<file path="config.mk">
export PLATFORM = sky130hd
export DESIGN_NAME = wb_bus
export DESIGN_NICKNAME = d
export VERILOG_FILES = /design/src/common/wb_pkg.sv /design/src/common/issue_pkg.sv /design/src/logic/add_sub_pipe.sv /design/src/logic/mul_pipe.sv /design/src/logic/wb_bus.sv /design/src/wb_sched/wb_reservation.sv
export VERILOG_INCLUDE_DIRS = /design/src /design/src/common
export SDC_FILE = /design/constraint.sdc
export NUM_CORES = 2
export LEC_CHECK = 0
export BUFFER_PORTS_ARGS = -buffer_cell sky130_fd_sc_hd__clkbuf_2
export CAP_MARGIN = 20
export CORE_MARGIN = 2
export CORE_UTILIZATION = 45
export DETAILED_ROUTE_END_ITERATION = 6
export HOLD_SLACK_MARGIN = 0.1
export PLACE_DENSITY = 0.77
export RECOVER_POWER = 25
export SLEW_MARGIN = 20
export SYNTH_ARGS = -nofsm -noshare
export SYNTH_HDL_FRONTEND = slang
export SYNTH_SLANG_ARGS = --single-unit
</file>
<file path="constraint.sdc">
create_clock -name clk -period 5.4 [get_ports clk]
set_clock_uncertainty 0.15 [all_clocks]
set_input_delay 1.08 -clock clk [delete_from_list [all_inputs] [get_ports clk]]
set_output_delay 1.08 -clock clk [all_outputs]
set_load 0.1 [all_outputs]
</file>
<file path="src/common/wb_macros.svh">
`ifndef WB_MACROS_SVH
`define WB_MACROS_SVH

//////////////////////////////////////////////////////////////////////
// datapath widths
//////////////////////////////////////////////////////////////////////

`define WORD_WIDTH 32
`define TAG_WIDTH 4

//////////////////////////////////////////////////////////////////////
// unit latencies in edges from issue to result bus
//////////////////////////////////////////////////////////////////////

`define MUL_LATENCY 4
`define ADD_LATENCY 2
`define MOV_LATENCY 1

// one chain entry for every cycle of the slowest unit
`define RSV_DEPTH `MUL_LATENCY

`endif

</file>
<file path="src/common/wb_pkg.sv">
`include "wb_macros.svh"
`default_nettype none

package wb_pkg;

	// data word and ROB tag
	typedef logic [`WORD_WIDTH-1:0] word_t;
	typedef logic [`TAG_WIDTH-1:0] tag_t;

	// unit that owns a result bus slot
	typedef enum logic [1:0] {
		SRC_MUL     = 2'd0,
		SRC_ADD_SUB = 2'd1,
		SRC_MOV     = 2'd2
	} wb_src_t;

	// one reserved bus cycle
	typedef struct packed {
		logic    valid;
		tag_t    tag;
		wb_src_t src;
	} rsv_entry_t;

	// the result bus
	typedef struct packed {
		logic  valid;
		tag_t  tag;
		word_t data;
	} wb_t;

endpackage

`default_nettype wire

</file>
<file path="src/common/issue_pkg.sv">
`default_nettype none

package issue_pkg;

	import wb_pkg::*;

	// one instruction as it leaves issue
	// sub only matters to the add/sub unit
	typedef struct packed {
		logic  valid;
		tag_t  tag;
		logic  sub;
		word_t a;
		word_t b;
	} issue_t;

endpackage

`default_nettype wire

</file>
<file path="src/logic/add_sub_pipe.sv">
`include "wb_macros.svh"
`default_nettype none

module add_sub_pipe
	import wb_pkg::*;
(
	input  logic  clk,
	input  word_t a,
	input  word_t b,
	input  logic  sub,
	output word_t sum
);
	localparam int HALF = `WORD_WIDTH / 2;

	logic [HALF-1:0] b_lo_x;
	logic [HALF-1:0] b_hi_x;
	logic [HALF:0]   low_sum;
	logic [HALF-1:0] low_1;
	logic            carry_1;
	logic [HALF-1:0] a_hi_1;
	logic [HALF-1:0] b_hi_1;
	logic [HALF-1:0] high_sum;

	// subtract as a plus inverted b plus one
	assign b_lo_x = sub ? ~b[HALF-1:0] : b[HALF-1:0];
	assign b_hi_x = sub ? ~b[`WORD_WIDTH-1:HALF] : b[`WORD_WIDTH-1:HALF];

	assign low_sum = {1'b0, a[HALF-1:0]} + {1'b0, b_lo_x} + {{HALF{1'b0}}, sub};

	// low half done, carry held for the upper half
	always_ff @(posedge clk) begin
		low_1   <= low_sum[HALF-1:0];
		carry_1 <= low_sum[HALF];
		a_hi_1  <= a[`WORD_WIDTH-1:HALF];
		b_hi_1  <= b_hi_x;
	end

	assign high_sum = a_hi_1 + b_hi_1 + {{(HALF-1){1'b0}}, carry_1};

	// carry out of the top is dropped
	always_ff @(posedge clk) begin
		sum <= {high_sum, low_1};
	end
endmodule

`default_nettype wire

</file>
<file path="src/logic/mul_pipe.sv">
`include "wb_macros.svh"
`default_nettype none

module mul_pipe
	import wb_pkg::*;
(
	input  logic  clk,
	input  word_t a,
	input  word_t b,
	output word_t product
);
	localparam int HALF = `WORD_WIDTH / 2;

	// operand halves
	logic [HALF-1:0] a_lo_1;
	logic [HALF-1:0] a_hi_1;
	logic [HALF-1:0] b_lo_1;
	logic [HALF-1:0] b_hi_1;

	// only the low halves of the cross terms matter
	word_t           ll_2;
	logic [HALF-1:0] lh_2;
	logic [HALF-1:0] hl_2;

	// cross terms folded together
	word_t           ll_3;
	logic [HALF-1:0] cross_3;

	//////////////////////////////////////////////////////////////////////
	// split and multiply
	//////////////////////////////////////////////////////////////////////

	always_ff @(posedge clk) begin
		a_lo_1 <= a[HALF-1:0];
		a_hi_1 <= a[`WORD_WIDTH-1:HALF];
		b_lo_1 <= b[HALF-1:0];
		b_hi_1 <= b[`WORD_WIDTH-1:HALF];
	end

	// hi*hi lands entirely above the low word
	always_ff @(posedge clk) begin
		ll_2 <= a_lo_1 * b_lo_1;
		lh_2 <= a_lo_1 * b_hi_1;
		hl_2 <= a_hi_1 * b_lo_1;
	end

	//////////////////////////////////////////////////////////////////////
	// sum the partial products
	//////////////////////////////////////////////////////////////////////

	always_ff @(posedge clk) begin
		ll_3    <= ll_2;
		cross_3 <= lh_2 + hl_2;
	end

	always_ff @(posedge clk) begin
		product <= ll_3 + {cross_3, {HALF{1'b0}}};
	end
endmodule

`default_nettype wire

</file>
<file path="src/logic/wb_bus.sv">
`default_nettype none

module wb_bus
	import wb_pkg::*;
	import issue_pkg::*;
(
	input  logic   clk,
	input  logic   reset,
	input  logic   flush,
	input  issue_t mul_issue,
	input  issue_t add_issue,
	input  issue_t mov_issue,
	output logic   add_ready,
	output logic   mov_ready,
	output wb_t    wb
);
	word_t      mul_result;
	word_t      add_sub_result;
	word_t      mov_result;
	rsv_entry_t head;

	//////////////////////////////////////////////////////////////////////
	// fixed latency units
	//////////////////////////////////////////////////////////////////////

	// units run every cycle, the scheduler decides what is kept
	mul_pipe u_mul_pipe (
		.clk,
		.a       (mul_issue.a),
		.b       (mul_issue.b),
		.product (mul_result)
	);

	add_sub_pipe u_add_sub_pipe (
		.clk,
		.a   (add_issue.a),
		.b   (add_issue.b),
		.sub (add_issue.sub),
		.sum (add_sub_result)
	);

	// move is a single register stage
	always_ff @(posedge clk) begin
		mov_result <= mov_issue.a;
	end

	//////////////////////////////////////////////////////////////////////
	// scheduler
	//////////////////////////////////////////////////////////////////////

	wb_reservation u_wb_reservation (
		.clk,
		.reset,
		.flush,
		.mul_issue,
		.add_issue,
		.mov_issue,
		.add_ready,
		.mov_ready,
		.head
	);

	//////////////////////////////////////////////////////////////////////
	// result bus
	//////////////////////////////////////////////////////////////////////

	always_comb begin
		wb.valid = head.valid;
		wb.tag   = head.tag;
		case (head.src)
			SRC_MUL: begin
				wb.data = mul_result;
			end
			SRC_ADD_SUB: begin
				wb.data = add_sub_result;
			end
			SRC_MOV: begin
				wb.data = mov_result;
			end
			default: begin
				wb.data = '0;
			end
		endcase
	end
endmodule

`default_nettype wire

</file>
<file path="src/wb_sched/wb_reservation.sv">
`include "wb_macros.svh"
`default_nettype none

module wb_reservation
	import wb_pkg::*;
	import issue_pkg::*;
(
	input  logic       clk,
	input  logic       reset,
	input  logic       flush,
	input  issue_t     mul_issue,
	input  issue_t     add_issue,
	input  issue_t     mov_issue,
	output logic       add_ready,
	output logic       mov_ready,
	output rsv_entry_t head
);
	// entry 0 is the bus cycle right now, entry n is n cycles ahead
	localparam int MUL_SLOT = `MUL_LATENCY - 1;
	localparam int ADD_SLOT = `ADD_LATENCY - 1;
	localparam int MOV_SLOT = `MOV_LATENCY - 1;
	localparam int TOP = `RSV_DEPTH - 1;

	rsv_entry_t [`RSV_DEPTH-1:0] rsv;
	rsv_entry_t [`RSV_DEPTH-1:0] rsv_next;
	logic                        mul_accept;
	logic                        add_accept;
	logic                        mov_accept;

	function automatic rsv_entry_t make_entry(input tag_t tag, input wb_src_t src);
		rsv_entry_t entry;
		entry.valid = 1'b1;
		entry.tag   = tag;
		entry.src   = src;
		return entry;
	endfunction

	//////////////////////////////////////////////////////////////////////
	// acceptance
	//////////////////////////////////////////////////////////////////////

	// a slot is free if nothing shifts into it on this edge
	assign add_ready = !rsv[ADD_SLOT + 1].valid;
	assign mov_ready = !rsv[MOV_SLOT + 1].valid;

	// the slowest unit always finds its slot empty
	assign mul_accept = mul_issue.valid;
	assign add_accept = add_issue.valid && add_ready;
	assign mov_accept = mov_issue.valid && mov_ready;

	//////////////////////////////////////////////////////////////////////
	// shift chain
	//////////////////////////////////////////////////////////////////////

	always_comb begin
		for (int i = 0; i < TOP; i++) begin
			rsv_next[i] = rsv[i + 1];
		end
		rsv_next[TOP] = '0;

		// latencies differ, so same-edge writes never share a slot
		if (mul_accept) begin
			rsv_next[MUL_SLOT] = make_entry(mul_issue.tag, SRC_MUL);
		end
		if (add_accept) begin
			rsv_next[ADD_SLOT] = make_entry(add_issue.tag, SRC_ADD_SUB);
		end
		if (mov_accept) begin
			rsv_next[MOV_SLOT] = make_entry(mov_issue.tag, SRC_MOV);
		end
	end

	// flush drops everything in flight, including this edge's issues
	always_ff @(posedge clk) begin
		rsv <= rsv_next;
		if (reset || flush) begin
			for (int i = 0; i < `RSV_DEPTH; i++) begin
				rsv[i].valid <= 1'b0;
			end
		end
	end

	//////////////////////////////////////////////////////////////////////
	// bus side
	//////////////////////////////////////////////////////////////////////

	// owner of the current bus cycle
	assign head = rsv[0];
endmodule

`default_nettype wire
</file>
After elaboration in Yosys (flattened, before gate mapping)
Index checks and enable logic that the tools add are counted.
W data, S select, Z words.
{ "op_classes": {"n_addsub": 6, "n_mul": 3, "eq_ne": 2, "n_mux": 6, "n_bitwise": 2, "n_reduce_logical": 6} }
{ "op_table": {"columns": ["op", "n"], "rows": [
  ["$pmux W32 S3", 1],
  ["$add A16 B16 Y16", 2],
  ["$add A32 B32 Y32", 1],
  ["$mul A16 B16 Y16", 2],
  ["$mul A16 B16 Y32", 1],
  ["$mux W16", 2],
  ["$not A16 Y16", 2],
  ["$mux W7", 3],
  ["$add A16 B16 Y17", 1],
  ["$add A17 B1 Y17", 1],
  ["$add A16 B1 Y16", 1],
  ["$eq A2 B1 Y1 const B", 1],
  ["$eq A2 B2 Y1 const B", 1],
  ["$logic_and A1 B1 Y1", 2],
  ["$logic_not A1 Y1", 2],
  ["$logic_not A2 Y1", 1],
  ["$logic_or A1 B1 Y1", 1]
]} }
{ "totals": {"reg_bits": 349, "out_inout_bits": 39, "word_cells": 53} }

Longest topological paths before layout
{ "logic_depth": {"ltp_word": 4, "ltp_mapped": 23} }

Modules after synthesis
From an unflattened synthesis, not the netlist that was laid out.
{ "unflattened": {"cells_unflattened": 2820, "area_unflattened_um2": 27487.6} }
{ "by_module_without_submodules": {"columns": ["module", "n_inst", "cells_each", "area_each_um2"], "rows": [
  ["mul_pipe", 1, 2331, 21780.9],
  ["add_sub_pipe", 1, 326, 3539.6],
  ["wb_bus", 1, 109, 1427.6],
  ["wb_reservation", 1, 54, 739.5]
]} }

Worst setup path before layout
Ideal clock, no wire load.
{ "synth_path": {"path_kind": "register to register", "from": "register u_mul_pipe.b_lo_1[2]", "to": "register u_mul_pipe.ll_2[31]", "setup_ns": 0.121, "arrival_time_ns": 5.640, "required_ns": 5.129, "path_slack_ns": -0.511, "path_stages_with_launch": 22, "synth_period_minus_slack_ns": 5.911, "path_cell_list": "dfxtp_1 clkbuf_1 clkbuf_1 nand2_1 fa_1 fa_1 fa_1 fa_1 inv_1 fa_1 inv_1 fa_1 inv_1 ha_1 o211ai_1 a22oi_1 a31oi_1 o41ai_1 a21oi_2 o21ai_1 a21oi_1 xnor2_1"} }
{ "synth_via": {"elab_chain_cells": 1} }
{ "synth_rtl": {"columns": ["item", "line", "rtl"], "rows": [
  ["from (decl)", "mul_pipe.sv:17", "logic [HALF-1:0] b_lo_1;"],
  ["from (signal assigned)", "mul_pipe.sv:36", "b_lo_1 <= b[HALF-1:0];"],
  ["$mul A16 B16 Y32", "mul_pipe.sv:42", "ll_2 <= a_lo_1 * b_lo_1;"],
  ["to (signal assigned)", "mul_pipe.sv:42", null],
  ["to (decl)", "mul_pipe.sv:21", "word_t ll_2;"]
]} }
No other way between the ends.
A chain may end at the register's enable or synchronous reset.

Final worst setup path
{ "layout_path": {"from": "register u_mul_pipe.a_lo_1[9]", "to": "register u_mul_pipe.ll_2[28]"} }
{ "layout_via": {"elab_chain_cells": 1} }
{ "layout_rtl": {"columns": ["item", "line", "rtl"], "rows": [
  ["from (decl)", "mul_pipe.sv:15", "logic [HALF-1:0] a_lo_1;"],
  ["from (signal assigned)", "mul_pipe.sv:34", "a_lo_1 <= a[HALF-1:0];"],
  ["$mul A16 B16 Y32", "mul_pipe.sv:42", null]
]} }
No other way between the ends.

==> qor.txt <==
DRT iter0 DRCs: 802
clk slew on worst S/H paths: 0.06 ns
status: complete, but fails checks
final hold vios: 0
Skew-Pair Late Insertion Delay: 0.57 ns
Place WS: -0.5981 ns
hpwl dp: 50390 um
Synth async-reset ratio: 0%
Crit. End Element: register
post-synth design cell area: 26860 um^2
WL final: 63610 um
Residual DRC: 0
global-route usage over all layers: 21.14%
CTS Buffer Depth: 3
Net count, final: 3962
final setup fails: 19
unrepaired setup endpoints after global routing: true
critical setup path kind: reg2reg
syn_nets: 3590
layout cells sized above 1: 22.14%
via count: 19370
per-cell routed wire length: 16.20 um
Least-Margin Pin Slew: 0.7856 ns
TritonCTS clock tree: built
setup TNS: -6.365 ns
crit path DAT: 6.19 ns
Yosys warning count: 0
Hold Buf Count CTS: 0
Starting Density: 45.52%
post-route clock period utilization: 108.9%
TritonCTS buffer count: 38
Post-Place Cell Area: 30220 um^2
first-pass GRT wire length: 103600 um
Antenna Cells: 0
Reg2Reg Setup Slack: -0.48 ns
failing checks: negative setup slack
synth top area cells: fa_1, dfxtp_1, ha_1
ys flop type: dfxtp_1
crit path launch type: register
Die Wd: 248.3 um
Vias per Instance: 4.934
Max Cap Viol: 0
min-delay worst type: reg2reg
synth-to-layout area growth: 20.96%
number of global-route vias before repair: 20770
Req. time, crit path: 5.71 ns
DIE AREA: 61670 um^2
largest net degree at the start of global routing: 33
CTS H-Tree Depth: 2
DRT Pass-1 Iters: 5
Fmax: 170.0 MHz
Slew Limit Headroom: 47.55%
final RePlAce weighted congestion: 0.8833
critical path fanouts, max: 12
Layout Utilization: 55.06%
count of different cell masters after synthesis: 53
Mapped Avg Cell Area: 9.744 um^2
synthesis-stage register bit count: 344
IO Count: 252
Final min period: 5.881 ns
# clock sinks: 344
Final WS setup: -0.4813 ns
chip height: 248.3 um
grt total ovfl: 0
number of flops mapped to enable cells by yosys: 0
synthesized instance count: 2757
Buffers on Ports: 217
Yosys top cell by area: fa_1
ANT nets after route: 0
initial antenna violation count: 0
top-area cell type share of the netlist area: 26.75%
core area: 59020 um^2
Slew Viols, Final: 0
Root Driver: clkbuf_16
Seq/Total Area, Yosys: 25.63%
Final Instance Area: 32490 um^2
Rows: 89
-- cell usage after synthesis, types with 13 or more instances --
library cell  number
mux2i_1           32
o21ai_0           60
xor2_1            72
dfxtp_1          344
nor3_1            13
clkbuf_1          98
xnor2_1          123
nor2_1            37
a21o_1            25
inv_1            488
o21bai_1          23
o21a_1            19
nand2_1          328
a21oi_1           73
and2_1           273
ha_1             261
fa_1             359
-- critical path: stages, from the launching register on --
cell      delay, ns
dfxtp_2        0.34
buf_12         0.14
nand2_1        0.14
fa_1           0.58
fa_1           0.51
fa_2           0.42
fa_1           0.53
inv_1          0.09
fa_1           0.55
inv_1          0.05
fa_1           0.49
inv_1          0.07
ha_4           0.25
buf_4          0.15
a21oi_4        0.13
nor3_2         0.06
o31ai_1        0.23
o211ai_1       0.12
buf_4          0.17
a211oi_4       0.24
o21ai_1        0.11
a21oi_2        0.14
xnor2_1        0.08
-- cell type report --
type / instances / area [um^2]
timing repair buffer: 439 / 3014
tap: 773 / 967.2
fill: 5010 / 26520
sequential: 344 / 6972
clock inverter: 20 / 260.3
multi-input combinational: 1818 / 18430
inverter: 488 / 1832
clock buffer: 44 / 1023
-- logic make-up after synthesis --
logic type	synth area share, %
xor gates and xnor gates	6.357
muxes	1.570
AOI/OAI and AO/OA	6.353
and+or+nand+nor	12.79
DFF	25.63
buffers and inverters	8.388
adders and majority gates	38.91
-- repair_timing --
item	in CTS	in global routing
gates resized for setup	154	67
pin swaps	73	48
setup endpoints to repair	25	28
setup buffers	27	10
hold endpoints to repair	0	0
cloned	1	0
-- routing by layer --
| metal | global-route usage [%] | vias to the layer above | share of wire [%] |
|---|---|---|---|
| li1 | - | 9162 | - |
| met1 | 26.66 | 9474 | 42 |
| met2 | 37.00 | 604 | 49 |
| met3 | 2.995 | 131 | 5.8 |
| met4 | 7.300 | 0 | 3.4 |
| met5 | 0 | - | 0 |
-- metrics by stage --
step                instances  hold WS (ns)
global route             3926        0.1791
detailed placement       3830        0.1621
floorplan                2757        0.1596
finish                   3926        0.1751
global placement         3830        0.1606
CTS                      3919        0.1760
-- final timing paths --
| check | startpoint | end | depth (start not counted) |
|---|---|---|---|
| max reg2reg | u_mul_pipe.a_lo_1[9] | u_mul_pipe.ll_2[28] | 22 |
| min reg2reg | u_mul_pipe.ll_2[20] | u_mul_pipe.ll_3[20] | 0 |
| min | u_mul_pipe.ll_2[20] | u_mul_pipe.ll_3[20] | 0 |
| max | u_mul_pipe.a_lo_1[9] | u_mul_pipe.ll_2[28] | 22 |
-- placed cells by master (no fill, tap or decap), types with 12 or more instances in the layout --
cell type,synthesis,layout
xor2_1,72,71
buf_6,0,17
o21bai_1,23,22
dfxtp_1,344,314
a21oi_2,6,17
and2_4,0,20
clkbuf_2,1,217
clkbuf_16,0,38
buf_12,0,12
o21ai_0,60,49
nand2_1,328,319
nor2_1,37,35
mux2i_1,32,32
a21oi_1,73,56
xnor2_1,123,116
o21a_1,19,19
and2_1,273,253
buf_4,5,187
inv_2,0,21
ha_1,261,242
dfxtp_4,0,19
inv_1,488,467
fa_2,0,18
ha_4,0,16
a21o_1,25,25
fa_1,359,341
-- flip-flops by register name (all words and copies together) (netlist names), 32 cells and up --
signal,count
u_mul_pipe.product,32
mov_result,32
u_add_sub_pipe.sum,32
u_mul_pipe.ll_3,32
u_mul_pipe.ll_2,32
Power is left out: the tool's default activity adds up to more than one toggle a clock period on the data nets, which glitch-free logic cannot reach.
